## src/isaPkg.sv

```systemverilog
//****************************************
// Instruction set of the 16-bit core
// Word addressed, 256 words, 8 registers
// rt and imm6 share the low six bits
// Opcodes 9 to 15 are illegal
//****************************************
`default_nettype none
package isaPkg;

   localparam int MEM_ADDR_BITS = 8;
   localparam int NUM_REGS = 8;

   typedef logic [15:0] word_t;
   typedef logic [MEM_ADDR_BITS-1:0] memAddr_t;
   typedef logic [2:0] regIdx_t;
   typedef logic signed [5:0] imm6_t;

   typedef enum logic [3:0] {
      OP_NOP  = 4'h0,
      OP_ADD  = 4'h1,
      OP_SUB  = 4'h2,
      OP_AND  = 4'h3,
      OP_ADDI = 4'h4,
      OP_LD   = 4'h5,
      OP_ST   = 4'h6,
      OP_BEQZ = 4'h7,
      OP_HALT = 4'h8
   } opcode_e;

   // rt sits in imm6[5:3]
   typedef struct packed {
      logic [3:0] opcode;
      regIdx_t rd;
      regIdx_t rs;
      imm6_t imm6;
   } instr_t;

endpackage
`default_nettype wire

```

## src/pipePkg.sv

```systemverilog
//****************************************
// Pipeline handoffs and memory bus types
// Tag bit 1 selects the peer, bit 0 is
// the fetch epoch
//****************************************
`default_nettype none
package pipePkg;

   typedef logic [1:0] credit_t;
   typedef logic [1:0] reqTag_t;

   localparam credit_t FETCH_CREDITS = 2'd2;
   localparam credit_t DATA_CREDITS = 2'd1;

   typedef enum logic [1:0] {
      ALU_ADD = 2'd0,
      ALU_SUB = 2'd1,
      ALU_AND = 2'd2
   } aluOp_e;

   typedef struct packed {
      logic valid;
      isaPkg::word_t pc;
      isaPkg::word_t instr;
   } fetchOut_t;

   typedef struct packed {
      logic valid;
      isaPkg::opcode_e opcode;
      aluOp_e aluOp;
      isaPkg::regIdx_t rd;
      isaPkg::word_t opA;
      isaPkg::word_t opB;
      isaPkg::word_t imm;
      isaPkg::word_t pc;
      logic regWrite;
      logic isLoad;
      logic isStore;
      logic isBranch;
      logic isHalt;
   } decodeOut_t;

   typedef struct packed {
      logic valid;
      isaPkg::regIdx_t rd;
      isaPkg::word_t result;
      isaPkg::word_t storeData;
      logic regWrite;
      logic isLoad;
      logic isStore;
      logic isHalt;
   } execOut_t;

   typedef struct packed {
      logic valid;
      isaPkg::regIdx_t rd;
      isaPkg::word_t data;
      logic regWrite;
      logic isHalt;
   } wbOut_t;

   typedef struct packed {
      logic valid;
      logic regWrite;
      isaPkg::regIdx_t rd;
   } regBusy_t;

   typedef struct packed {
      logic valid;
      isaPkg::word_t target;
   } redirect_t;

   typedef struct packed {
      logic valid;
      logic write;
      isaPkg::memAddr_t addr;
      isaPkg::word_t wdata;
      reqTag_t tag;
   } memReq_t;

   typedef struct packed {
      logic valid;
      isaPkg::word_t rdata;
      reqTag_t tag;
   } memResp_t;

endpackage
`default_nettype wire

```

## src/memArbiter.sv

```systemverilog
//****************************************
// Fixed priority, data before fetch
// Responses steered by tag bit 1
//****************************************
`timescale 1ns/100ps
`default_nettype none
module memArbiter (
   input wire pipePkg::memReq_t fetchReq,
   input wire pipePkg::memReq_t dataReq,
   input wire pipePkg::memResp_t memResp,
   output logic fetchGrant,
   output logic dataGrant,
   output pipePkg::memReq_t memReq,
   output pipePkg::memResp_t fetchResp,
   output pipePkg::memResp_t dataResp
);
   import pipePkg::*;

   always_comb begin
      dataGrant = dataReq.valid;
      fetchGrant = fetchReq.valid && !dataReq.valid;
      memReq = dataReq.valid ? dataReq : fetchReq;

      fetchResp = memResp;
      fetchResp.valid = memResp.valid && !memResp.tag[1];
      dataResp = memResp;
      dataResp.valid = memResp.valid && memResp.tag[1];
   end

endmodule
`default_nettype wire

```

## config.mk

```make
export PLATFORM = sky130hd
export DESIGN_NAME = memArbiter
export DESIGN_NICKNAME = d
export VERILOG_FILES = /design/src/isaPkg.sv /design/src/pipePkg.sv /design/src/memArbiter.sv
export SDC_FILE = /design/constraint.sdc
export NUM_CORES = 1
export LEC_CHECK = 0
export BUFFER_PORTS_ARGS = -buffer_cell sky130_fd_sc_hd__buf_2
export CORE_AREA = 2 2 55 57
export DETAILED_ROUTE_END_ITERATION = 16
export DIE_AREA = 0 0 57 59
export PLACE_DENSITY = 0.87
export SLEW_MARGIN = 0
export SYNTH_ARGS = -nofsm -noshare
export SYNTH_HDL_FRONTEND = slang
export SYNTH_SLANG_ARGS = --single-unit
```

## constraint.sdc

```tcl
create_clock -name vclk -period 1.1
set_clock_uncertainty 0.05 [all_clocks]
set_input_delay 0.22 -clock vclk [all_inputs]
set_output_delay 0.22 -clock vclk [all_outputs]
set_load 0.005 [all_outputs]
```

* Yosys cells after proc, flatten, opt, wreduce, memory -nomap -nowiden
Cells that the tools add are included.
** Storage, ports and cells
- Register bits after elaboration :: 0
- Input port bits :: 75
- Word-level logic and storage cells :: 6
** Cells by class
- Reductions and logical operators :: 5
- Mux-type cells :: 1
** Operators by type and width (count)
- two-way mux 28 bit :: 1
- logical AND 1 bit :: 3
- logical NOT 1 bit :: 2

* Longest topological paths before layout
- Word-level depth :: 2
- Gate-level depth with buffers :: 3
- Gate-level depth less buffers :: 1

* Least setup slack after synthesis
No wires, ideal clock.
- Path type :: input -> output
- From :: input dataReq[27] in the netlist's numbering
- To :: output memReq[18] in the netlist's numbering
- Arrival time :: 0.794 ns
- Stages :: 3
- Data required time :: 0.830 ns
- Setup slack :: 0.036 ns
- Path through :: buf_6 -> buf_6 -> mux2_4
** RTL lines
- start, declared :: RTL line memArbiter.sv:9 : input wire pipePkg::memReq_t dataReq,
- end, declared :: RTL line memArbiter.sv:13 : output pipePkg::memReq_t memReq,

==> summary.txt <==
Synth cell types = 8
Worst setup EP type = output pin
Combinational fraction of design power = 100.0%
Flop pwr share = 0%
Yosys top cell by area = buf_4
Worst vdd ir = 0.311 mV
Area growth syn-to-layout = 89.1%
Worst-Margin Slew = 97.3 ps
Chip height = 59 um
Final setup fails = 28
Mapped Nets = 146
Met1 WL = 727 um
Iter 0 DRT Violations = 18
Critical path class = input port to output pin
Yosys warnings = 0
Post-route cell area = 1260 um^2
DR DRC count = 0
Core Region = 2710 um^2
Worst hold path class = input port to output pin
DIE AREA = 3360 um^2
Initial antenna violation count = 0
Routed length on met3 = 455 um
Max Clock Freq = 841 MHz
Highest metal used = met4
Ports = 143
Critical Path Fanout Max = 6
Largest net degree at the start of global routing = 11
Routed vias = 734
First-pass GRT wire length = 3520 um
Postcts setup bufs = 0
Post-route ant nets = 0
FFs & Latches = 0
Max Slew Vio Count = 0
Final net count = 206
Pleak = 0.724 nW
Int Power = 0.390 mW
Startpoint types = input port
Failing checks = negative setup slack
Top post-synthesis cells by count = 37 x buf_4, 19 x mux2_2, 8 x mux2_4
Worst Path Required = 830 ps
Placed Area = 886 um^2
Wire length on met2 = 1470 um
Clock buffers = 0
Syn_area_per_cell = 9.36 um^2
Flip-flop and latch area = 0 um^2
I/O Buffers = 92
Power Density = 443 nW/um^2
Wirelength per Cell = 16.6 um
Data arrival time of the critical path = 920 ps
Clk pwr share = 0%
Fin crit share = 108%
Crit. Startpoint = dataReq[27]
Capture point of the worst path = memReq[22]
Slew margin rel. = 93.5%
Fin crit period = 1190 ps
Post-synthesis cell area = 664 um^2
Total track usage = 13.7%
Die width = 57 um
Synth top area share = 41.8%
Row count = 19
Maxcap violations = 0
Fraction of layout cells with a size suffix above 1 = 96.9%
Vias in the first global route = 688
Status = finished with violations
Setup TNS = -1990 ps
DR vias/cell = 4.59
Hold Violations, Final = 0
Routability cong. = 0.833
CTS Hold Bufs = 0
Synth top area cells = buf_4 42%, mux2_2 32%, mux2_4 18%
Grt ovf = 0
Inserted Diodes = 0
Initial DRT Pass Iterations = 4
WL final = 2660 um
Worst Setup Slack, final = -88.8 ps
Total power = 0.557 mW
Sw Ratio = 30.0%
Cell count after synthesis = 71
Switching power = 0.167 mW
Most numerous cell in the Yosys netlist = buf_4
Unrepaired setup endpoints after global routing = yes
Initial Utilization = 24.5%
Post-synthesis sequential area ratio = 0%
layout by cell type (no fill, tap or decap):
master	Yosys	routed
buf_6	2	27
and2_1	1	1
buf_2	1	64
buf_16	0	3
nor2b_1	2	2
or2_1	1	1
mux2_4	8	27
buf_12	0	2
buf_8	0	1
clkbuf_16	0	1
routing by layer:
metal / global-route usage (%) / vias up
met5: 0 / -
met1: 12.6 / 318
met4: 0.332 / 0
li1: - / 321
met3: 5.68 / 2
met2: 29.2 / 93
through the flow:
step | std cells | util [%] | worst slack [ps] | hold WS, ps
floorplan | 71 | - | 35.7 | 420
global placement | 156 | 32.7 | -150 | 390
detailed placement | 156 | 32.7 | -173 | 390
CTS | 159 | 43.4 | -84.3 | 390
global route | 160 | 46.4 | -99.3 | 390
finish | 160 | 46.4 | -88.8 | 390
worst max-delay path: stages:
cell and delay (ps):
buf_12 130, clkbuf_16 150, mux2_4 300, buf_6 110
kinds of logic (layout without fill, tap and decap cells):
family	Yosys count	after routing	share of synthesized area [%]
multiplexers	27	27	50.3
AND/OR/NAND/NOR	4	4	3.77
buffers and inverters	40	98	46.0
power groups by stage:
stage	clock network, mW	logic (mW)	registers (mW)
floorplan	0	0.255	0
global placement	0	0.341	0
detailed placement	0	0.345	0
CTS	0	0.506	0
global route	0	0.589	0
finish	0	0.557	0
worst min-delay path by stage:
stage	start	end	slack, ps	depth (start not counted)
after CTS	memResp[0]	fetchResp[0]	390	0
after global routing	memResp[3]	fetchResp[3]	390	0
final	memResp[3]	fetchResp[3]	390	0
after global placement	memResp[0]	fetchResp[0]	390	0
after floorplan	memResp[1]	fetchResp[18]	420	1
after detailed placement	memResp[0]	fetchResp[0]	390	0
layout make-up:
class                      count  area [um^2]
timing repair buffer          98          787
multi-input combinational     31          430
fill                         233         1450
tap                           31         38.8
repair_timing:
action | 4_1_cts | 5_1_grt
pin swaps | 0 | 0
endpoints found under the setup margin | 28 | 28
gates resized for setup | 46 | 9
cloned | 3 | 1
(Power assumes the default switching activity.)
