File: src/isaPkg.sv
//****************************************
// Instruction set of the 16-bit core
// Word addressed, 256 words, 8 registers
// rt and imm6 share the low six bits
// Opcodes 9 to 15 are illegal
//****************************************
`default_nettype none
package isaPkg;

   localparam int MEM_ADDR_BITS = 8;
   localparam int NUM_REGS = 8;

   typedef logic [15:0] word_t;
   typedef logic [MEM_ADDR_BITS-1:0] memAddr_t;
   typedef logic [2:0] regIdx_t;
   typedef logic signed [5:0] imm6_t;

   typedef enum logic [3:0] {
      OP_NOP  = 4'h0,
      OP_ADD  = 4'h1,
      OP_SUB  = 4'h2,
      OP_AND  = 4'h3,
      OP_ADDI = 4'h4,
      OP_LD   = 4'h5,
      OP_ST   = 4'h6,
      OP_BEQZ = 4'h7,
      OP_HALT = 4'h8
   } opcode_e;

   // rt sits in imm6[5:3]
   typedef struct packed {
      logic [3:0] opcode;
      regIdx_t rd;
      regIdx_t rs;
      imm6_t imm6;
   } instr_t;

endpackage
`default_nettype wire

File: src/pipePkg.sv
//****************************************
// Pipeline handoffs and memory bus types
// Tag bit 1 selects the peer, bit 0 is
// the fetch epoch
//****************************************
`default_nettype none
package pipePkg;

   typedef logic [1:0] credit_t;
   typedef logic [1:0] reqTag_t;

   localparam credit_t FETCH_CREDITS = 2'd2;
   localparam credit_t DATA_CREDITS = 2'd1;

   typedef enum logic [1:0] {
      ALU_ADD = 2'd0,
      ALU_SUB = 2'd1,
      ALU_AND = 2'd2
   } aluOp_e;

   typedef struct packed {
      logic valid;
      isaPkg::word_t pc;
      isaPkg::word_t instr;
   } fetchOut_t;

   typedef struct packed {
      logic valid;
      isaPkg::opcode_e opcode;
      aluOp_e aluOp;
      isaPkg::regIdx_t rd;
      isaPkg::word_t opA;
      isaPkg::word_t opB;
      isaPkg::word_t imm;
      isaPkg::word_t pc;
      logic regWrite;
      logic isLoad;
      logic isStore;
      logic isBranch;
      logic isHalt;
   } decodeOut_t;

   typedef struct packed {
      logic valid;
      isaPkg::regIdx_t rd;
      isaPkg::word_t result;
      isaPkg::word_t storeData;
      logic regWrite;
      logic isLoad;
      logic isStore;
      logic isHalt;
   } execOut_t;

   typedef struct packed {
      logic valid;
      isaPkg::regIdx_t rd;
      isaPkg::word_t data;
      logic regWrite;
      logic isHalt;
   } wbOut_t;

   typedef struct packed {
      logic valid;
      logic regWrite;
      isaPkg::regIdx_t rd;
   } regBusy_t;

   typedef struct packed {
      logic valid;
      isaPkg::word_t target;
   } redirect_t;

   typedef struct packed {
      logic valid;
      logic write;
      isaPkg::memAddr_t addr;
      isaPkg::word_t wdata;
      reqTag_t tag;
   } memReq_t;

   typedef struct packed {
      logic valid;
      isaPkg::word_t rdata;
      reqTag_t tag;
   } memResp_t;

endpackage
`default_nettype wire

File: src/unifiedMem.sv
//****************************************
// 256-word RAM, read data one cycle on
// Every request gets a response
// Boot writes win over the bus
//****************************************
`timescale 1ns/100ps
`default_nettype none
module unifiedMem (
   input wire logic clk,
   input wire pipePkg::memReq_t memReq,
   input wire logic bootEn,
   input wire isaPkg::memAddr_t bootAddr,
   input wire isaPkg::word_t bootData,
   output pipePkg::memResp_t memResp
);
   import isaPkg::*;
   import pipePkg::*;

   word_t mem [2**MEM_ADDR_BITS];

   always_ff @(posedge clk) begin
      if (bootEn)
         mem[bootAddr] <= bootData;
      else if (memReq.valid && memReq.write)
         mem[memReq.addr] <= memReq.wdata;
      memResp.valid <= memReq.valid;
      memResp.rdata <= mem[memReq.addr];
      memResp.tag <= memReq.tag;
   end

endmodule
`default_nettype wire

File: config.mk
export PLATFORM = sky130hd
export DESIGN_NAME = unifiedMem
export DESIGN_NICKNAME = d
export VERILOG_FILES = /design/src/isaPkg.sv /design/src/pipePkg.sv /design/src/unifiedMem.sv
export SDC_FILE = /design/constraint.sdc
export NUM_CORES = 2
export LEC_CHECK = 0
export BUFFER_PORTS_ARGS = -buffer_cell sky130_fd_sc_hd__buf_2
export CAP_MARGIN = 30
export CELL_PAD_IN_SITES_DETAIL_PLACEMENT = 1
export CELL_PAD_IN_SITES_GLOBAL_PLACEMENT = 2
export CORE_MARGIN = 5
export CORE_UTILIZATION = 32
export DETAILED_ROUTE_END_ITERATION = 8
export PLACE_DENSITY = 0.67
export SLEW_MARGIN = 5
export SYNTH_ARGS = -nofsm -noshare
export SYNTH_HDL_FRONTEND = slang
export SYNTH_SLANG_ARGS = --single-unit
export TNS_END_PERCENT = 1
File: constraint.sdc
create_clock -name clk -period 6.05 [get_ports clk]
set_clock_uncertainty 0.15 [all_clocks]
set_input_delay 0.605 -clock clk [delete_from_list [all_inputs] [get_ports clk]]
set_output_delay 0.605 -clock clk [all_outputs]
set_load 0.03 [all_outputs]
-- Word level (Yosys, flattened, before mapping)
Memories as Yosys holds them, arrays and structs flattened. A register that Yosys moved wholly into a read port is not among the register bits.
Index checks and enable logic that the tools add are counted.
- reductions and logical operators: 2
- muxes and demuxes: 8
- operator list (cell ; count):
    two-way mux 16 bit ; 1
    OR reduction 16 bit ; 1
    two-way mux 8 bit ; 1
    two-way mux 1 bit ; 6
    logical AND 1 bit ; 1
- input port bits: 54
- output and inout bits: 19
- flip-flop bits (word level): 3
- memories: 1
- logic and storage cells: 13
- bits in writable memories: 4096
- memories (name ; words ; bits a word ; read ports ; clocked after memory_dff ; wr ports ; RTL line ; source):
    mem ; 256 ; 16 ; 1 ; 1 ; 1 ; unifiedMem.sv:19 ; word_t mem [2**MEM_ADDR_BITS];

-- Logic depth before layout (Yosys ltp)
- word-level depth: 6
- mapped depth: 14
- mapped depth without buffers: 7

-- Worst setup path after synthesis
No wires, ideal clock.
- path kind: input -> register
- from: input port memReq[27] (netlist name)
- to: memory mem[0][10] (netlist name) (data pin)
- buffers on the path: 3
- slack: 0.308 ns
- required time: 5.077 ns
- cell stages on the path: 7
- arrival: 4.769 ns
- cells stage by stage: nand2_1 or2_2 clkbuf_1 clkbuf_1 clkbuf_1 nand2_1 nand2_1
- cells in the longest elaborated chain, start to end: 6
- ends and longest elaborated chain (item ; RTL line ; source):
    start: declaration ; unifiedMem.sv:10 ; input wire pipePkg::memReq_t memReq,
    logical AND 1 bit ; unifiedMem.sv:24 ; else if (memReq.valid && memReq.write)
    two-way mux 1 bit ; unifiedMem.sv:24 ;
    two-way mux 1 bit ; unifiedMem.sv:22 ; if (bootEn)
    two-way mux 1 bit (not written as such) ; unifiedMem.sv:25 ; mem[memReq.addr] <= memReq.wdata;
    OR reduction 16 bit (no line) ; n/a ;
    two-way mux 16 bit (no line) ; n/a ;
    end: declaration ; unifiedMem.sv:19 ;
Every way passes these cells.

==> flow_metrics.py <==
metrics = {
    "setup_path": {
        "path_class": "in -> reg",
        "start_kind": "primary input",
        "r2r_setup_slack_ps": 2580,
        "crit_path_max_fanout": 63,
        "crit_slowest_cell": "a21oi_1",
        "rr_endpoint": "memResp[9]$_DFF_P_",
        "cpPeakStageDelay_ps": 720,
        "rr_worst_depth": 7,
        "cp_data_required_time_ps": 6770,
        "path_cells": "buf_12, buf_12, buf_12, mux4_2, a22o_1, a31oi_1, nand4_1, o21a_1, a21oi_1, nor4_1",
        "cp-startpoint": "memReq[18]",
        "cp-end-kind": "flop",
        "crit_family": "compound AO/OA/AOI/OAI gates",
        "cp.arrival_ps": 5130,
        "path_depth": 10,
        "reg2reg_from": "mem[191][7]$_DFFE_PP_",
        "path_buf_inv": 3,
        "endpoint": "memResp[9]$_DFF_P_",
        "path_common_cell": "buf_12",
    },
    "pwr": {
        "p_leak_nw": 58.1,
        "p_int_w": 0.0469,
        "switching_power_w": 0.0138,
        "p_seq_share_pct": 52.3,
        "clockPowerShare_pct": 41.8,
        "p_per_area_nw_per_um2": 328,
        "combPwrFrac_pct": 5.9,
        "swShare_pct": 22.8,
        "max-vdd-ir-drop_v": 0.000244,
    },
    "detailed_routing": {
        "ant_nets": 0,
        "viasPerCell": 5.50,
        "finalWirelength_um": 524000,
        "drc": 0,
        "dr.pass1.iters": 5,
        "first_iter_violations": 10632,
        "vias": 85030,
        "routedWlPerCell_um": 33.9,
    },
    "synth": {
        "syn-num-nets": 7857,
        "ys_types": 80,
        "syn_area_um2": 160000,
        "yosysSeqAreaShare_pct": 77.0,
        "ys_async_sr_fraction_pct": 0,
        "synthFlopType": "edfxtp_1",
        "netlist_instances": 7803,
        "syn_area_per_cell_um2": 20.5,
        "yosys_warnings": 0,
        "synth_edf_count": 4096,
        "synth-seq-cells": 4115,
    },
    "clocking": {
        "cts_resized": 0,
        "cts_buffers": 418,
        "clkSinkCount": 4115,
        "cts_root_buffer": "clkbuf_16",
        "htreeDepth": 5,
        "cts_tree": "done",
        "cts_buffer_depth": 4,
        "clk_latency_ps": 1040,
        "clkTransAtPathRegs_ps": 60,
    },
    "sta": {
        "min_period_over_period_pct": 72.8,
        "drv_slew": 0,
        "fin_setup_tns_ps": 0,
        "relSlewSlack_pct": 20.1,
        "rsz0062_at_grt": "false",
        "setup_violations": 0,
        "tightest_slew_ps": 1190,
        "fin_ws_ps": 1640,
        "fmax_mhz": 227,
        "period_minus_slack_ps": 4410,
        "hold_viol_final": 0,
    },
    "global_routing": {
        "grt-ovfl-total": 0,
        "grt_max_degree": 113,
        "antenna_found_initial": 50,
        "grt_pass1_vias": 86167,
        "grt_pass1_wl_um": 723000,
        "grt_usage_pct": 19.8,
    },
    "floorplanning": {
        "rows": 259,
        "fp.dieArea_um2": 515000,
        "die-width_um": 718,
        "floorplan.initialDensity_pct": 32.2,
        "design.core.area_um2": 498000,
        "die_h_um": 718,
        "pin_count": 73,
    },
    "finish": {
        "drive_gt1_share_pct": 24.0,
        "areaGrowthSynthToFinish_pct": 15.6,
        "final_util_pct": 37.2,
        "nNetsFinal": 8468,
        "finalNonFillerCells": 15465,
        "fillers": 48592,
    },
    "job": {
        "drv_cap": 0,
    },
    "placement": {
        "hpwlAfterDp_um": 338000,
        "gp_congestion": 0.919,
        "port_buffers": 72,
        "pre_cts_ws_ps": 546,
        "dp_cells": 14627,
    },
    "min_path": {
        "hp-class": "in -> reg",
    },
    "run_status": {
        "outcome": "complete, no violations",
    },
}
worst min-delay path, delay by kind of cell:
family	cells	cell delay [ps]
AND/OR/NAND/NOR	2	370
buffers and inverters	1	80
cell families (layout without fill, tap and decap cells):
family / Yosys count / in the layout / share of synthesized area [%]
compound gates: 780 / 780 / 3.54
buf+inv: 473 / 1432 / 2.12
flops: 4115 / 4115 / 77.0
other cells: 0 / 48 / 0
mux: 1433 / 1433 / 14.4
simple gates: 1002 / 1002 / 2.90
how the worst min path moves through the flow:
stage / startpoint / to / slack, ps / cells after the start
after global placement: memReq[1] / memResp[1]$_DFF_P_ / 560 / 1
after detailed placement: memReq[0] / memResp[0]$_DFF_P_ / 560 / 1
final: bootData[9] / mem[148][9]$_DFFE_PP_ / 80 / 3
after floorplan: memReq[0] / memResp[0]$_DFF_P_ / 480 / 0
after CTS: memReq[27] / memResp[18]$_DFF_P_ / 40 / 2
after global routing: memReq[27] / memResp[18]$_DFF_P_ / 110 / 2
power by group through the flow:
stage / combinational (W) / sequential, W / clock (W)
6_report: 0.00361 / 0.0318 / 0.0254
5_1_grt: 0.00373 / 0.0318 / 0.0271
4_1_cts: 0.00360 / 0.0318 / 0.0258
3_5_place_dp: 0.00359 / 0.0324 / 0
3_3_place_gp: 0.00349 / 0.0324 / 0
2_1_floorplan: 0.00184 / 0.0326 / 0
final cells by class:
cell class	instances	area (µm²)	area share, %
Antenna cell	48	120	0.0649
Clock buffer	523	11100	6.00
Clock inverter	245	2190	1.18
Inverter	5	26.3	0.0142
Multi-Input combinational cell	3215	34100	18.4
Sequential cell	4115	123000	66.6
Tap cell	6655	8330	4.50
Timing Repair Buffer	659	5920	3.20
registers in the layout, indices dropped and copies added (netlist names):
| name | cells |
|---|---|
| mem | 4096 |
| memResp | 19 |
cell usage in the layout, fill, tap and decap left out, drive strengths merged, types with 16 or more instances in the layout:
master	instances
buf	649
clkinvlp	16
o221ai	158
nand3	86
a211oi	48
nor3	127
mux2i	729
nor2	388
nand4	40
o22ai	94
o21ai	77
a21oi	109
dfxtp	19
and2	16
clkinv	188
clkbuf	524
inv	18
a22oi	151
edfxtp	4096
bufinv	28
a22o	23
nor4	68
mux4	693
diode	48
a2111oi	22
a31oi	17
nand2	198
through the flow:
| stage | area [µm²] | hold slack, ps | total power, W |
|---|---|---|---|
| 6_report | 185000 | 77.4 | 0.0608 |
| 4_1_cts | 185000 | 35.1 | 0.0612 |
| 2_1_floorplan | 160000 | 483 | 0.0344 |
| 3_3_place_gp | 171000 | 558 | 0.0359 |
| 5_1_grt | 185000 | 113 | 0.0626 |
| 3_5_place_dp | 171000 | 561 | 0.0360 |
cell usage after synthesis, types with 31 or more instances:
| cell type | n | area [µm²] |
|---|---|---|
| buf_6 | 80 | 901 |
| o22ai_1 | 91 | 569 |
| mux4_1 | 31 | 815 |
| nor2_1 | 388 | 1460 |
| a22oi_1 | 151 | 1130 |
| a21oi_1 | 108 | 541 |
| clkbuf_1 | 169 | 634 |
| edfxtp_1 | 4096 | 123000 |
| mux4_2 | 662 | 14900 |
| nand4_1 | 40 | 250 |
| nor3_1 | 127 | 636 |
| o21ai_0 | 75 | 375 |
| buf_4 | 33 | 248 |
| mux2i_1 | 729 | 7300 |
| nand3_1 | 86 | 430 |
| nor4_1 | 63 | 394 |
| o221ai_1 | 156 | 1370 |
| buf_2 | 97 | 485 |
| nand2_1 | 197 | 739 |
| buf_8 | 47 | 706 |
| a211oi_1 | 48 | 360 |
per-layer routing:
metal	share of wire [%]	GRT usage, %	vias up
met1	40	26.6	46143
li1	-	-	33922
met2	47	31.5	4096
met3	8.6	4.12	855
met4	4.3	7.52	14
met5	0.019	0	-
what timing repair did:
| action | CTS | global route |
|---|---|---|
| buffers inserted | 0 | 0 |
| hold endpoints to repair | 3 | 7 |
| hold buffers | 5 | 4 |
No activity file was read; power rests on OpenSTA's default activity.
