[config.mk]
export PLATFORM = sky130hd
export DESIGN_NAME = executeStage
export DESIGN_NICKNAME = d
export VERILOG_FILES = /design/src/isaPkg.sv /design/src/pipePkg.sv /design/src/executeStage.sv
export SDC_FILE = /design/constraint.sdc
export NUM_CORES = 1
export LEC_CHECK = 0
export ABC_AREA = 0
export ABC_CLOCK_PERIOD_IN_PS = 5890
export BUFFER_PORTS_ARGS = -buffer_cell sky130_fd_sc_hd__clkbuf_2
export CAP_MARGIN = 40
export CELL_PAD_IN_SITES_DETAIL_PLACEMENT = 0
export CELL_PAD_IN_SITES_GLOBAL_PLACEMENT = 2
export CORE_ASPECT_RATIO = 0.9
export CORE_UTILIZATION = 30
export DETAILED_ROUTE_END_ITERATION = 16
export GPL_ROUTABILITY_DRIVEN = 0
export GPL_TIMING_DRIVEN = 0
export PLACE_DENSITY = 0.95
export SETUP_SLACK_MARGIN = 0.02
export SYNTH_ARGS = -nofsm -noshare
export SYNTH_HDL_FRONTEND = slang
export SYNTH_SLANG_ARGS = --single-unit
[constraint.sdc]
create_clock -name clk -period 5.89 [get_ports clk]
set_input_delay 0.589 -clock clk [delete_from_list [all_inputs] [get_ports clk]]
set_output_delay 0.589 -clock clk [all_outputs]
set_load 0.01 [all_outputs]
[src/isaPkg.sv]
//****************************************
// Instruction set of the 16-bit core
// Word addressed, 256 words, 8 registers
// rt and imm6 share the low six bits
// Opcodes 9 to 15 are illegal
//****************************************
`default_nettype none
package isaPkg;

   localparam int MEM_ADDR_BITS = 8;
   localparam int NUM_REGS = 8;

   typedef logic [15:0] word_t;
   typedef logic [MEM_ADDR_BITS-1:0] memAddr_t;
   typedef logic [2:0] regIdx_t;
   typedef logic signed [5:0] imm6_t;

   typedef enum logic [3:0] {
      OP_NOP  = 4'h0,
      OP_ADD  = 4'h1,
      OP_SUB  = 4'h2,
      OP_AND  = 4'h3,
      OP_ADDI = 4'h4,
      OP_LD   = 4'h5,
      OP_ST   = 4'h6,
      OP_BEQZ = 4'h7,
      OP_HALT = 4'h8
   } opcode_e;

   // rt sits in imm6[5:3]
   typedef struct packed {
      logic [3:0] opcode;
      regIdx_t rd;
      regIdx_t rs;
      imm6_t imm6;
   } instr_t;

endpackage
`default_nettype wire

[src/pipePkg.sv]
//****************************************
// Pipeline handoffs and memory bus types
// Tag bit 1 selects the peer, bit 0 is
// the fetch epoch
//****************************************
`default_nettype none
package pipePkg;

   typedef logic [1:0] credit_t;
   typedef logic [1:0] reqTag_t;

   localparam credit_t FETCH_CREDITS = 2'd2;
   localparam credit_t DATA_CREDITS = 2'd1;

   typedef enum logic [1:0] {
      ALU_ADD = 2'd0,
      ALU_SUB = 2'd1,
      ALU_AND = 2'd2
   } aluOp_e;

   typedef struct packed {
      logic valid;
      isaPkg::word_t pc;
      isaPkg::word_t instr;
   } fetchOut_t;

   typedef struct packed {
      logic valid;
      isaPkg::opcode_e opcode;
      aluOp_e aluOp;
      isaPkg::regIdx_t rd;
      isaPkg::word_t opA;
      isaPkg::word_t opB;
      isaPkg::word_t imm;
      isaPkg::word_t pc;
      logic regWrite;
      logic isLoad;
      logic isStore;
      logic isBranch;
      logic isHalt;
   } decodeOut_t;

   typedef struct packed {
      logic valid;
      isaPkg::regIdx_t rd;
      isaPkg::word_t result;
      isaPkg::word_t storeData;
      logic regWrite;
      logic isLoad;
      logic isStore;
      logic isHalt;
   } execOut_t;

   typedef struct packed {
      logic valid;
      isaPkg::regIdx_t rd;
      isaPkg::word_t data;
      logic regWrite;
      logic isHalt;
   } wbOut_t;

   typedef struct packed {
      logic valid;
      logic regWrite;
      isaPkg::regIdx_t rd;
   } regBusy_t;

   typedef struct packed {
      logic valid;
      isaPkg::word_t target;
   } redirect_t;

   typedef struct packed {
      logic valid;
      logic write;
      isaPkg::memAddr_t addr;
      isaPkg::word_t wdata;
      reqTag_t tag;
   } memReq_t;

   typedef struct packed {
      logic valid;
      isaPkg::word_t rdata;
      reqTag_t tag;
   } memResp_t;

endpackage
`default_nettype wire

[src/executeStage.sv]
//****************************************
// ALU, address generation and BEQZ
// Redirect is combinational, held off
// while memory stalls the stage
//****************************************
`timescale 1ns/100ps
`default_nettype none
module executeStage (
   input wire logic clk,
   input wire logic rstN,
   input wire pipePkg::decodeOut_t decodeOut,
   input wire logic stall,
   output pipePkg::execOut_t execOut,
   output pipePkg::redirect_t redirect
);
   import isaPkg::*;
   import pipePkg::*;

   word_t opB;
   word_t result;
   logic useImm;

   always_comb begin
      useImm = decodeOut.opcode inside {OP_ADDI, OP_LD, OP_ST};
      opB = useImm ? decodeOut.imm : decodeOut.opB;
      case (decodeOut.aluOp)
         ALU_SUB: result = decodeOut.opA - opB;
         ALU_AND: result = decodeOut.opA & opB;
         default: result = decodeOut.opA + opB;
      endcase
      redirect.valid = decodeOut.valid && decodeOut.isBranch && !stall &&
                       decodeOut.opA == '0;
      redirect.target = decodeOut.pc + 16'd1 + decodeOut.imm;
   end

   always_ff @(posedge clk) begin
      if (!rstN) begin
         execOut <= '0;
      end else if (!stall) begin
         execOut.valid <= decodeOut.valid;
         execOut.rd <= decodeOut.rd;
         execOut.result <= result;
         execOut.storeData <= decodeOut.opB;
         execOut.regWrite <= decodeOut.regWrite;
         execOut.isLoad <= decodeOut.isLoad;
         execOut.isStore <= decodeOut.isStore;
         execOut.isHalt <= decodeOut.isHalt;
      end
   end

endmodule
`default_nettype wire

Word-level counts from Yosys, hierarchy flattened
Cells that the tools add are included.
Storage, ports and cells
  latch bits: 0
  memories kept: 0
  flip-flop bits (word level): 40
  bits in read-only memories: 0
  bits of input ports: 82
  output and inout bits: 57
  logic and storage cells: 26
  RAM bits: 0
Operators by class
  bitwise logic cells: 1
  shift-type cells: 0
  order comparisons: 0
  $mul: 0
  $add $sub $neg: 4
  eq/ne operators: 5
  reduce and logical (&&, ||, !) cells: 6
  muxes and demuxes: 2
  div/mod/pow operators: 0
Operator list (count)
  adder 16 bit: 2
  one-hot mux 16 bit (2 select lines): 1
  adder 16 x 1 -> 16 bit (second input constant): 1
  bitwise AND 16 bit: 1
  zero test 16 bit: 1
  two-way mux 16 bit: 1
  subtractor 16 bit: 1
  == test 4 x 3 -> 1 bit (second input constant): 3
  logical AND 1 bit: 3
  nonzero test 3 bit: 1
  == test 2 x 1 -> 1 bit (second input constant): 1
  == test 2 bit (second input constant): 1
  zero test 1 bit: 1

Longest topological paths before layout
  depth in word-level cells: 5
  gate-level depth with buffers: 16
  mapped depth without buffers: 15

Worst setup path before layout
Ideal clock, no wire load.
  kind: in2reg
  start point: input port decodeOut[76] in the netlist's numbering
  end point: register execOut[35] in the netlist's numbering
  data arrival time: 3709 ps
  path buffers: 3
  stages: 16
  required time: 5759 ps
  path slack: 2050 ps
  path through: inv_1 -> a211oi_1 -> buf_2 -> buf_4 -> mux2i_1 -> a41oi_1 -> xor2_1 -> ha_1 -> buf_2 -> o21a_1 -> o211ai_1 -> a211oi_1 -> a221o_1 -> a311oi_2 -> xnor2_1 -> a21oi_1
Between the ends
  longest elaborated chain between the ends: 5
  elaborated cells on any way between the ends: 9
  classes of those cells: 2 x add/sub; 3 x eq/ne; 2 x mux; 1 x bitwise; 1 x reduce/logical
RTL lines
  from (decl): line executeStage.sv:11  | input wire pipePkg::decodeOut_t decodeOut,
  == test 4 x 3 -> 1 bit: line executeStage.sv:24  | useImm = decodeOut.opcode inside {OP_ADDI, OP_LD, OP_ST};
  nonzero test 3 bit (*): line executeStage.sv:24
  two-way mux 16 bit (*): line executeStage.sv:25  | opB = useImm ? decodeOut.imm : decodeOut.opB;
  adder 16 bit (tied with other cells): line executeStage.sv:29  | default: result = decodeOut.opA + opB;
  one-hot mux 16 bit (2 select lines) (*): line executeStage.sv:26  | case (decodeOut.aluOp)
  to (decl): line executeStage.sv:13  | output pipePkg::execOut_t execOut,
Mark *: on every way between the ends. The rest lies on a longest branch, timed or not.
A chain may end at the register's enable or synchronous reset.

Final worst setup path
  start point: input port decodeOut[74] in the netlist's numbering
  end point: register execOut[31] in the netlist's numbering
Same word-level chain as after synthesis.

==> impl_metrics.tcl <==
set metrics [dict create \
    status "completed" \
    grt_pass1_vias 3909 \
    worstSetupEndpointType "flip-flop" \
    largest_registers "execOut: 40 flops" \
    largest_register "execOut" \
    required_ns 6.04 \
    cp.arrival_ns 4.53 \
    rsz0062_at_grt "no" \
    p_leak_uw 0.00225 \
    synth_cell_types 63 \
    placementRows 38 \
    syn_inst 463 \
    synth_top_cell_by_area "dfxtp_1" \
    cpPeakStageDelay_ns 0.47 \
    drtIter0Drc 244 \
    avgSynthCellArea_um2 8.18 \
    diodes 0 \
    n_fill_cell 1310 \
    ios 139 \
    antenna_found_initial 0 \
    routed-via-count 4077 \
    grt_use_total_pct 19.9 \
    die_h_um 109 \
    cts-resized-gates 0 \
    critical_path.max_fanout 10 \
    hp-class "flip-flop to flip-flop" \
    cts_tree "yes" \
    syn_to_final_growth_pct 28.1 \
    cts_hold_buf 0 \
    drc 0 \
    postCtsSetupBuffers 0 \
    firstDrtPassIters 4 \
    r2r_end "execOut[32]$_SDFFE_PN0N_" \
    maxSlewViolCount 0 \
    grt-ovfl-total 0 \
    vdd_drop_max_mv 0.125 \
    worstSetupPathType "input pin to flip-flop" \
    p_per_area_nw_per_um2 228 \
    min_period_over_period_pct 74.3 \
    finalSetupTns_ns 0 \
    design_area_um2 4850 \
    die_width_um 120 \
    cts-root-buf "clkbuf_16" \
    syn-cell-area_um2 3790 \
    ys.flop_type "dfxtp_1" \
    grt_max_degree 14 \
    fin_worst_skew_ns 0 \
    ys_seq_elements 40 \
    grt_pass1_wl_um 20200 \
    cts_max_path_buffers 2 \
    slew_headroom_pct 48.8 \
    hpwl_um 10700 \
    dpl_cell_area_um2 4670 \
    ys_async_sr_fraction_pct 0 \
    synth_top_area_share_pct 21.2 \
    port_buffers 137 \
    worstHoldStart "execOut[21]$_SDFFE_PN0N_" \
    min_to "execOut[21]$_SDFFE_PN0N_" \
    maxCapViolCount 0 \
    wl_um 13000 \
    coreArea_um2 12200 \
    setup_viol 0 \
    yosysSeqAreaShare_pct 21.2 \
    nets 722 \
    finalHoldWorstSlack_ns 0.493 \
    max_freq_mhz 228 \
    largest_register_ffs 40 \
    drive_above_1_share_pct 26.3 \
    vias_per_cell 5.31 \
    hold_depth 1 \
    clkTransAtPathRegs_ns 0.06 \
    setup.worst_path.start_class "input pin" \
    cp_slowest_cell "mux2i_1" \
    synth_commonest_cells "dfxtp_1, mux2i_1, a21oi_1, ha_1, nor2b_1" \
    ys_top_cells_by_area "dfxtp_1, mux2i_1, ha_1" \
    wl_per_cell_um 16.9 \
    synth.yosys.warnings 0 \
    final.min_clock_period_ns 4.38 \
    r2r_cells 4 \
    cts_made_buffers 5 \
    ff2ff_setup_slack_ns 5.10 \
    synth_nets 578 \
    clock_sinks 40 \
    worst_slew_pin_slew_ns 0.746 \
    start_util_pct 31.1 \
    clk_latency_ns 0.28 \
    crit_path_cell_trace "clkbuf_2, a211oi_1, buf_2, buf_4, mux2i_1, a41oi_1, xor2_1, ha_1, buf_2, o21a_1, o211ai_1, a211oi_1, a221o_1, xor2_1, a21oi_1, a21oi_1" \
    h-tree-depth 2 \
    ant_nets 0 \
    synth_edf_count 0 \
    die_area_um2 13100 \
    hold_viol 0 \
    timing.rr.start "execOut[32]$_SDFFE_PN0N_" \
]
[worst max-delay path, delay by kind of cell]
| family | cells | cell delay, ns |
|---|---|---|
| buffers and inverters | 4 | 0.86 |
| AOI/OAI and AO/OA | 8 | 1.95 |
| muxes | 1 | 0.47 |
| adders and majority gates | 1 | 0.27 |
| xor gates and xnor gates | 2 | 0.38 |
[logic make-up after synthesis]
kind of cell	synth area share [%]
AND/OR/NAND/NOR	19.0
AO/OA/AOI/OAI	24.4
buffers and inverters	4.46
XOR/XNOR	7.63
multiplexers	12.1
adder cells (fa/ha/maj)	11.3
flip-flops	21.2
[how the worst max path moves through the flow]
stage | from | to | slack (ns) | cells after the start
after floorplan | decodeOut[76] | execOut[35]$_SDFFE_PN0N_ | 2.05 | 16
after global placement | decodeOut[74] | execOut[30]$_SDFFE_PN0N_ | 1.26 | 14
after detailed placement | decodeOut[74] | execOut[30]$_SDFFE_PN0N_ | 1.24 | 14
after CTS | decodeOut[74] | execOut[30]$_SDFFE_PN0N_ | 1.51 | 14
after global routing | decodeOut[74] | execOut[34]$_SDFFE_PN0N_ | 1.30 | 15
final | decodeOut[74] | execOut[31]$_SDFFE_PN0N_ | 1.51 | 16
[power breakdown]
part / internal [uW] / leakage (uW) / switching (uW)
logic: 203 / 0.00183 / 265
registers: 293 / 0.000331 / 11.9
clock network: 213 / 0.0000871 / 120
[through the flow]
step                      setup slack (ns)  instances  util (%)  total power (uW)
after detailed placement              1.24        760      38.4               773
after global routing                  1.30        768      39.8              1170
after global placement                1.26        760      38.4               765
after CTS                             1.51        768      39.8              1110
final                                 1.51        768      39.8              1110
after floorplan                       2.05        463         -               618
[cell usage in the layout (no fill, tap or decap), drive strengths merged, types with 2 or more instances in the layout]
master / count
a2111o: 2
a2111oi: 2
a211o: 2
a211oi: 5
a21o: 6
a21oi: 32
a311oi: 2
a31oi: 11
a41oi: 2
and2: 5
and3: 5
buf: 7
clkbuf: 155
dfxtp: 40
fa: 2
ha: 31
inv: 22
mux2: 5
mux2i: 40
nand2: 22
nand2b: 4
nand3: 9
nor2: 25
nor2b: 31
nor3: 11
nor4: 7
nor4b: 3
o2111ai: 3
o211a: 4
o211ai: 7
o21a: 9
o21ai: 30
o21bai: 3
o31ai: 4
or3: 6
or4: 3
xnor2: 16
xor2: 17
[routing by layer]
layer	wire [um]	track usage [%]	up-vias
li1	-	-	2011
met1	5900	26.8	1923
met2	5880	33.3	135
met3	1100	4.01	8
met4	80	3.09	0
met5	0	0	-
[final cells by class]
type	instances	area (um2)	share of cell area, %
inverters	22	82.6	1.70
multi-input cells	382	2820	58.1
plain buffers	19	86.3	1.78
clock buffers	6	139	2.86
flip-flops and latches	40	801	16.5
repair buffers	137	686	14.1
clock inverters	2	38.8	0.800
well taps	160	200	4.13
No activity file was read; power rests on OpenSTA's default activity.
