--- config.mk ---
export PLATFORM = sky130hd
export DESIGN_NAME = decodeStage
export DESIGN_NICKNAME = d
export VERILOG_FILES = /design/src/isaPkg.sv /design/src/pipePkg.sv /design/src/decodeStage.sv
export SDC_FILE = /design/constraint.sdc
export NUM_CORES = 1
export LEC_CHECK = 0
export BUFFER_PORTS_ARGS = -buffer_cell sky130_fd_sc_hd__buf_2
export CORE_UTILIZATION = 40
export CTS_BUF_LIST = sky130_fd_sc_hd__clkbuf_16
export CTS_CLUSTER_SIZE = 25
export DETAILED_ROUTE_END_ITERATION = 7
export PLACE_DENSITY = 0.7
export SLEW_MARGIN = 20
export SYNTH_ARGS = -nofsm -noshare
export SYNTH_HDL_FRONTEND = slang
export SYNTH_SLANG_ARGS = --single-unit
--- constraint.sdc ---
create_clock -name clk -period 6 [get_ports clk]
set_input_delay 1.2 -clock clk [delete_from_list [all_inputs] [get_ports clk]]
set_output_delay 1.2 -clock clk [all_outputs]
set_load 0.05 [all_outputs]
--- src/isaPkg.sv ---
//****************************************
// Instruction set of the 16-bit core
// Word addressed, 256 words, 8 registers
// rt and imm6 share the low six bits
// Opcodes 9 to 15 are illegal
//****************************************
`default_nettype none
package isaPkg;

   localparam int MEM_ADDR_BITS = 8;
   localparam int NUM_REGS = 8;

   typedef logic [15:0] word_t;
   typedef logic [MEM_ADDR_BITS-1:0] memAddr_t;
   typedef logic [2:0] regIdx_t;
   typedef logic signed [5:0] imm6_t;

   typedef enum logic [3:0] {
      OP_NOP  = 4'h0,
      OP_ADD  = 4'h1,
      OP_SUB  = 4'h2,
      OP_AND  = 4'h3,
      OP_ADDI = 4'h4,
      OP_LD   = 4'h5,
      OP_ST   = 4'h6,
      OP_BEQZ = 4'h7,
      OP_HALT = 4'h8
   } opcode_e;

   // rt sits in imm6[5:3]
   typedef struct packed {
      logic [3:0] opcode;
      regIdx_t rd;
      regIdx_t rs;
      imm6_t imm6;
   } instr_t;

endpackage
`default_nettype wire

--- src/pipePkg.sv ---
//****************************************
// Pipeline handoffs and memory bus types
// Tag bit 1 selects the peer, bit 0 is
// the fetch epoch
//****************************************
`default_nettype none
package pipePkg;

   typedef logic [1:0] credit_t;
   typedef logic [1:0] reqTag_t;

   localparam credit_t FETCH_CREDITS = 2'd2;
   localparam credit_t DATA_CREDITS = 2'd1;

   typedef enum logic [1:0] {
      ALU_ADD = 2'd0,
      ALU_SUB = 2'd1,
      ALU_AND = 2'd2
   } aluOp_e;

   typedef struct packed {
      logic valid;
      isaPkg::word_t pc;
      isaPkg::word_t instr;
   } fetchOut_t;

   typedef struct packed {
      logic valid;
      isaPkg::opcode_e opcode;
      aluOp_e aluOp;
      isaPkg::regIdx_t rd;
      isaPkg::word_t opA;
      isaPkg::word_t opB;
      isaPkg::word_t imm;
      isaPkg::word_t pc;
      logic regWrite;
      logic isLoad;
      logic isStore;
      logic isBranch;
      logic isHalt;
   } decodeOut_t;

   typedef struct packed {
      logic valid;
      isaPkg::regIdx_t rd;
      isaPkg::word_t result;
      isaPkg::word_t storeData;
      logic regWrite;
      logic isLoad;
      logic isStore;
      logic isHalt;
   } execOut_t;

   typedef struct packed {
      logic valid;
      isaPkg::regIdx_t rd;
      isaPkg::word_t data;
      logic regWrite;
      logic isHalt;
   } wbOut_t;

   typedef struct packed {
      logic valid;
      logic regWrite;
      isaPkg::regIdx_t rd;
   } regBusy_t;

   typedef struct packed {
      logic valid;
      isaPkg::word_t target;
   } redirect_t;

   typedef struct packed {
      logic valid;
      logic write;
      isaPkg::memAddr_t addr;
      isaPkg::word_t wdata;
      reqTag_t tag;
   } memReq_t;

   typedef struct packed {
      logic valid;
      isaPkg::word_t rdata;
      reqTag_t tag;
   } memResp_t;

endpackage
`default_nettype wire

--- src/decodeStage.sv ---
//****************************************
// Decode, register file and interlock
// No forwarding; RAW against X, M and W
// stalls until writeback is done
//****************************************
`timescale 1ns/100ps
`default_nettype none
module decodeStage (
   input wire logic clk,
   input wire logic rstN,
   input wire pipePkg::fetchOut_t fetchOut,
   input wire logic flush,
   input wire logic stall,
   input wire pipePkg::regBusy_t execBusy,
   input wire pipePkg::regBusy_t memBusy,
   input wire pipePkg::regBusy_t wbBusy,
   input wire pipePkg::wbOut_t wbOut,
   output pipePkg::decodeOut_t decodeOut,
   output logic hazardStall,
   output logic haltSeen,
   output logic illegal
);
   import isaPkg::*;
   import pipePkg::*;

   word_t regs [NUM_REGS];
   instr_t ins;
   decodeOut_t next;
   regIdx_t srcA;
   regIdx_t srcB;
   logic useA;
   logic useB;
   logic legal;
   logic raw;
   logic accept;

   function automatic logic busyOn(regBusy_t b, regIdx_t r);
      return b.valid && b.regWrite && b.rd == r;
   endfunction

   // Same-cycle writeback is visible to the read
   function automatic word_t readReg(regIdx_t r);
      if (wbOut.valid && wbOut.regWrite && wbOut.rd == r)
         return wbOut.data;
      return regs[r];
   endfunction

   always_comb begin
      ins = instr_t'(fetchOut.instr);
      next = '0;
      next.opcode = opcode_e'(ins.opcode);
      next.rd = ins.rd;
      next.pc = fetchOut.pc;
      next.imm = {{10{ins.imm6[5]}}, ins.imm6};
      next.aluOp = ALU_ADD;
      srcA = ins.rs;
      srcB = ins.imm6[5:3];
      useA = 1'b0;
      useB = 1'b0;
      legal = 1'b1;
      case (ins.opcode)
         OP_NOP: ;
         OP_ADD, OP_SUB, OP_AND: begin
            useA = 1'b1;
            useB = 1'b1;
            next.regWrite = 1'b1;
            next.aluOp = ins.opcode == OP_SUB ? ALU_SUB :
                         ins.opcode == OP_AND ? ALU_AND : ALU_ADD;
         end
         OP_ADDI, OP_LD: begin
            useA = 1'b1;
            next.regWrite = 1'b1;
            next.isLoad = ins.opcode == OP_LD;
         end
         OP_ST: begin
            useA = 1'b1;
            useB = 1'b1;
            srcB = ins.rd;
            next.isStore = 1'b1;
         end
         OP_BEQZ: begin
            useA = 1'b1;
            srcA = ins.rd;
            next.isBranch = 1'b1;
         end
         OP_HALT: next.isHalt = 1'b1;
         default: legal = 1'b0;
      endcase
      next.opA = readReg(srcA);
      next.opB = readReg(srcB);
      raw = (useA && (busyOn(execBusy, srcA) || busyOn(memBusy, srcA) ||
                      busyOn(wbBusy, srcA))) ||
            (useB && (busyOn(execBusy, srcB) || busyOn(memBusy, srcB) ||
                      busyOn(wbBusy, srcB)));
      hazardStall = fetchOut.valid && legal && raw;
      accept = fetchOut.valid && !stall && !flush && !hazardStall;
      haltSeen = accept && ins.opcode == OP_HALT;
      illegal = accept && !legal;
      next.valid = accept && legal;
   end

   always_ff @(posedge clk) begin
      if (!rstN)
         decodeOut <= '0;
      else if (!stall)
         decodeOut <= next;
   end

   always_ff @(posedge clk) begin
      if (wbOut.valid && wbOut.regWrite)
         regs[wbOut.rd] <= wbOut.data;
   end

endmodule
`default_nettype wire

# Word level (Yosys, flattened, before mapping)
# Memory sizes are Yosys's and may differ from the RTL's. A register that Yosys moved wholly into a read port is not among the register bits.
# Index checks and enable logic that the tools add are counted.
# totals
out_inout_bits,82
inputBits,74
ramBits,128
ff_bits,37
n_memories,1
elab_cells,81
# op_classes
n_reduce_logical,40
n_eq_ne,14
n_mux,15
# memory_table
memory,depth,width,rd,rd_ports_with_merged_regs,wr,line,rtl
regs,8,16,2,2,1,decodeStage.sv:26,word_t regs [NUM_REGS];
# ops
cell,n
1-bit logical AND,20
3-bit equality test,6
4-bit by 3-bit equality test with 1-bit output (second input constant),4
1-bit two-way mux,10
9-bit OR reduction,1
4-bit by 2-bit equality test with 1-bit output (second input constant),2
1-bit logical NOT,8
7-bit OR reduction,1
2-bit two-way mux,3
3-bit two-way mux,2
1-bit logical OR,5
5-bit OR reduction,1
4-bit by 1-bit equality test with 1-bit output (second input constant),1
4-bit equality test (second input constant),1
4-bit logical NOT,1
4-bit OR reduction,1
3-bit OR reduction,1
2-bit OR reduction,1

# Depth between registers and ports, before layout
# logic_depth
ltp_word,12
depth_mapped,10
ltp_nobuf,6

# Least setup slack after synthesis
# No wires, ideal clock.
# synth_path
path_kind,in2out
start,in fetchOut[13] in the netlist's numbering
end,out hazardStall
arrival_ns,3.058
slack_ns,1.742
n_path_buf,2
cell_stages,8
required_time_ns,4.800
path_cell_list,buf_2 nor4bb_1 buf_4 or4_1 a211oi_1 a41oi_1 o211ai_1 and3b_1
# synth_between
elab_chain_cells,9
word_cells_on_any_way,38
classes_between,eq/ne (14); mux (5); reduce/logical (19)
# synth_rtl
element,line,rtl
start: declaration,decodeStage.sv:11,"input wire pipePkg::fetchOut_t fetchOut,"
4-bit by 3-bit equality test with 1-bit output,decodeStage.sv:61,case (ins.opcode)
3-bit two-way mux,decodeStage.sv:61,
3-bit equality test,decodeStage.sv:38,return b.valid && b.regWrite && b.rd == r;
1-bit logical AND,decodeStage.sv:38,
"1-bit logical OR, on equally long branches (2 in series)","decodeStage.sv:91, decodeStage.sv:93",
"1-bit logical AND, on equally long branches","decodeStage.sv:91, decodeStage.sv:93",
1-bit logical OR,decodeStage.sv:92,"busyOn(wbBusy, srcA))) ||"
1-bit logical AND (*),decodeStage.sv:95,hazardStall = fetchOut.valid && legal && raw;
end: declaration,decodeStage.sv:19,"output logic hazardStall,"
# Mark *: on every way between the ends. The rest lies on a longest branch, timed or not.

# Final worst setup path
# Same ends and word-level chain as after synthesis.

==> summary by stage <==
STA
Clock skew on the completed layout was measured at 0.00888 ns. The final setup violation count is 0. The shortest period the worst path allows is 4.40 ns.

Dividing the final minimum period by the clock period gives 0.733. The total count of max-transition violations in the final report is 0. The accumulated negative setup slack is 0 ns.

In this run the tightest slew margin relative to its limit is 0.224. The hold violation total from the final report is 0. Hold timing on the final database bottoms out at a slack of 0.478 ns. Setup repair after global routing left no endpoint under its margin.

The top achievable clock speed is 227 MHz. The actual slew at the worst max-slew pin is 1.16 ns.

Place
Port buffering added 154 buffers. The half-perimeter wire length after detailed placement is 15.0 mm. The congestion estimate from routability-driven global placement came to 0.766.

Drt
The DRC violations left is 0. The first detailed-routing pass took 5 iterations. The length of routed met2 wiring is 12.2 mm. The detailed router finished its first iteration with 524 violations. Detailed routing placed a total of 1.37 mm of wire on met3. The wire length the detailed router placed on met1 is 10.7 mm. The detailed router used layers up to and including met5.

The wire length after detailed routing is 24.8 mm. In this run the remaining antenna-violating nets after routing total 0. The final route contains 6648 vias. The wire length per cell is 20.6 um. The via-per-instance ratio is 5.52.

Clock tree
After clock tree synthesis, the setup repair step added 0 buffers. The TritonCTS clock tree is yes. The clock-pin slew reported for the worst setup and hold paths after clock tree synthesis is 0.07 ns. The H-tree was split into 4 levels.

The number of hold buffers added after cts is 0. The number of buffers created by CTS is 17. The clock sink count is 197. The buffer levels on the longest clock path is 2. The clock latency of the later-clocked register in the worst-skew pair is 0.43 ns. The clock tree root driver cell is sky130_fd_sc_hd__clkbuf_16. The number of resized instances in the post-cts repair step is 0.

Synthesis
The register area share after synthesis is 0.548. The number of synthesized flops with an enable pin is 128. The xor-xnor portion of the synthesized cell area is 0.0303. In the synthesized netlist the dominant register cell turns out to be sky130_fd_sc_hd__edfxtp_1.

Of the total synthesized cell area, the portion taken by full adders, half adders and majority gates is 0. The largest area contributor in the synthesized netlist is sky130_fd_sc_hd__edfxtp_1. The proportion of netlist area held by the largest area contributor is 0.403.

The complex-gate fraction of the synthesized area came to 0.103. The register bit count reported by yosys is 197. The multiplexer fraction of the synthesized cell area is 0.176. Counting every instance in the synthesized netlist gives 758. The area share of and/or/nand/nor cells after synthesis is 0.103. Counting distinct cell types in the post-synthesis netlist gives 44. The number of nets handed over by synthesis was 832. In the post-synthesis netlist, the biggest area contributors are sky130_fd_sc_hd__edfxtp_1, sky130_fd_sc_hd__mux2i_1, sky130_fd_sc_hd__dfxtp_1. The average size of a mapped cell is 12.6 um2. The Yosys step of the flow raised 0 warnings. In the synthesized netlist the async set-or-reset flop fraction comes to 0. After synthesis the cells add up to 0.00953 mm2. By area, the combinational part of the netlist is dominated by multiplexers.

Setup path
The most critical setup path has its startpoint at fetchOut[13]. Grouping stages by cell kind, the critical path spends the most delay in simple AND/OR/NAND/NOR gates. At the worst endpoint, the required time is 4.80 ns.

The startpoint class of the critical path is a primary input. The startpoint-to-endpoint class of the critical path is primary input to primary output. The critical path endpoint category is a primary output.

Data arrives at the worst endpoint at 3.20 ns. The stage delay of the slowest cell on the critical path is 0.55 ns. The worst register-to-register path begins at regs[1][6]$_DFFE_PP_.

The critical-path cell with the highest stage delay is sky130_fd_sc_hd__or4_1. The buffering stage count on the worst path with inverters included is 3. Traced cell by cell, the critical path runs through buf_2 -> nor4bb_2 -> buf_4 -> or4_1 -> a211oi_1 -> a41oi_1 -> o211ai_1 -> and3b_1 -> buf_2.

Of all nets on the critical path, the largest fanout is 10. By instance count, the cell type seen most on the critical path is sky130_fd_sc_hd__buf_2.

Floorplan
The number of placed I/O pins is 156. The die width is 156 um. The die is 156 um tall.

The die covers 0.0245 mm2. The site row count is 56. The initial utilization of the core area, before any placement, comes to 0.407.

The area of the core is 0.0234 mm2.

Power
The worst-case IR drop observed on VDD is 162 uV. Overall power consumption after layout is estimated at 3.26 mW. Summed over all cells, the static leakage comes to 4.44 nW. Power spread over the standard cell area amounts to 292 mW/mm2.

Final layout
The layout has 2134 filler cells. The area overhead of the layout relative to synthesis is 16.9%. The post-layout net count is 946. In the final layout, the share of cells above drive strength 1 is 0.262.

Global route
The leftover overflow at the end of global routing is 0. The number of antenna violations at the first check in global routing is 2. The first global-routing pass estimated 36.3 mm of wire. The number of global-route vias before repair was 6353. The total routing usage reported by global routing is 0.200. The pin count of the biggest net entering global routing is 87.

Min path
The worst hold path begins at decodeOut[78]$_SDFFE_PN0N_. The class of the tightest hold or removal check is flop to flop.

Run status
The run finished with clean final reports.

Run
The max capacitance violation total is 0.
## cell type report
type / count / area [um2] / share of cell area
diodes: 1 / 2.50 / 0.000224
flip-flops and latches: 197 / 5230 / 0.469
multi-input cells: 488 / 4000 / 0.358
clock buffers: 17 / 425 / 0.0382
clock inverters: 14 / 215 / 0.0193
well taps: 319 / 399 / 0.0358
repair buffers: 168 / 886 / 0.0795
## cells in the final DEF (no fill, tap or decap), drive strengths merged, types with 3 or more instances in the layout
| cell type | synthesis | routed |
|---|---|---|
| nand2 | 41 | 41 |
| and2 | 4 | 4 |
| inv | 0 | 6 |
| dfxtp | 69 | 69 |
| a21oi | 5 | 5 |
| xnor2 | 27 | 27 |
| bufinv | 0 | 4 |
| nor3 | 6 | 6 |
| buf | 36 | 168 |
| clkbuf | 37 | 17 |
| nand4 | 5 | 5 |
| o221ai | 32 | 32 |
| nand3b | 16 | 16 |
| or4 | 4 | 4 |
| mux2i | 163 | 163 |
| o21ai | 4 | 4 |
| a22oi | 68 | 68 |
| nor2 | 10 | 10 |
| nor2b | 39 | 39 |
| clkinv | 0 | 3 |
| nand3 | 38 | 38 |
| xor2 | 6 | 6 |
| edfxtp | 128 | 128 |
## state kept, by name, indices dropped and copies added, names as in the netlist
name,count
decodeOut,69
regs,128
## report_power, final
group | switching, mW | internal (mW)
combinational | 0.348 | 0.162
sequential | 0.0270 | 1.49
clock | 0.520 | 0.711
## per-layer routing
metal / global-route usage / vias to the layer above
li1: - / 3110
met1: 0.262 / 3280
met2: 0.331 / 217
met3: 0.0341 / 39
met4: 0.0784 / 2
met5: 0 / -
## kinds of logic (layout without fill, tap and decap cells)
family | after synthesis | after routing
other cells | 0 | 1
compound gates | 116 | 116
xor+xnor | 33 | 33
flops | 197 | 197
buf+inv | 73 | 199
mux | 165 | 165
simple gates | 174 | 174
## final timing paths
kind                                 to  cells after the start  slack, ns
max reg2reg  decodeOut[59]$_SDFFE_PN0N_                      4       4.89
min reg2reg  decodeOut[78]$_SDFFE_PN0N_                      2       0.48
min          decodeOut[78]$_SDFFE_PN0N_                      2       0.48
max                         hazardStall                      9       1.60
## stage by stage
step,cells,util,setup WS [ns],cell area (um2)
finish,1204,0.476,1.60,11100
global route,1203,0.476,1.48,11100
CTS,1203,0.476,1.62,11100
detailed placement,1172,0.449,1.61,10500
global placement,1172,0.449,1.62,10500
floorplan,758,-,1.74,9530
## synth_stat cells (12+ instances only)
library cell / instances
sky130_fd_sc_hd__nand2_1: 39
sky130_fd_sc_hd__clkbuf_1: 37
sky130_fd_sc_hd__o221ai_2: 15
sky130_fd_sc_hd__buf_2: 21
sky130_fd_sc_hd__mux2i_1: 160
sky130_fd_sc_hd__nand3_1: 38
sky130_fd_sc_hd__dfxtp_1: 69
sky130_fd_sc_hd__xnor2_1: 27
sky130_fd_sc_hd__o221ai_1: 17
sky130_fd_sc_hd__buf_4: 12
sky130_fd_sc_hd__edfxtp_1: 128
sky130_fd_sc_hd__nor2b_1: 39
sky130_fd_sc_hd__nand3b_1: 16
sky130_fd_sc_hd__a22oi_1: 68
## tightest hold or removal path, cell delays in order, from the launching register on
cell and delay, ns:
sky130_fd_sc_hd__dfxtp_1 0.31, sky130_fd_sc_hd__nand3_1 0.07, sky130_fd_sc_hd__o21ai_1 0.06
Power figures use the tool's default switching activity.
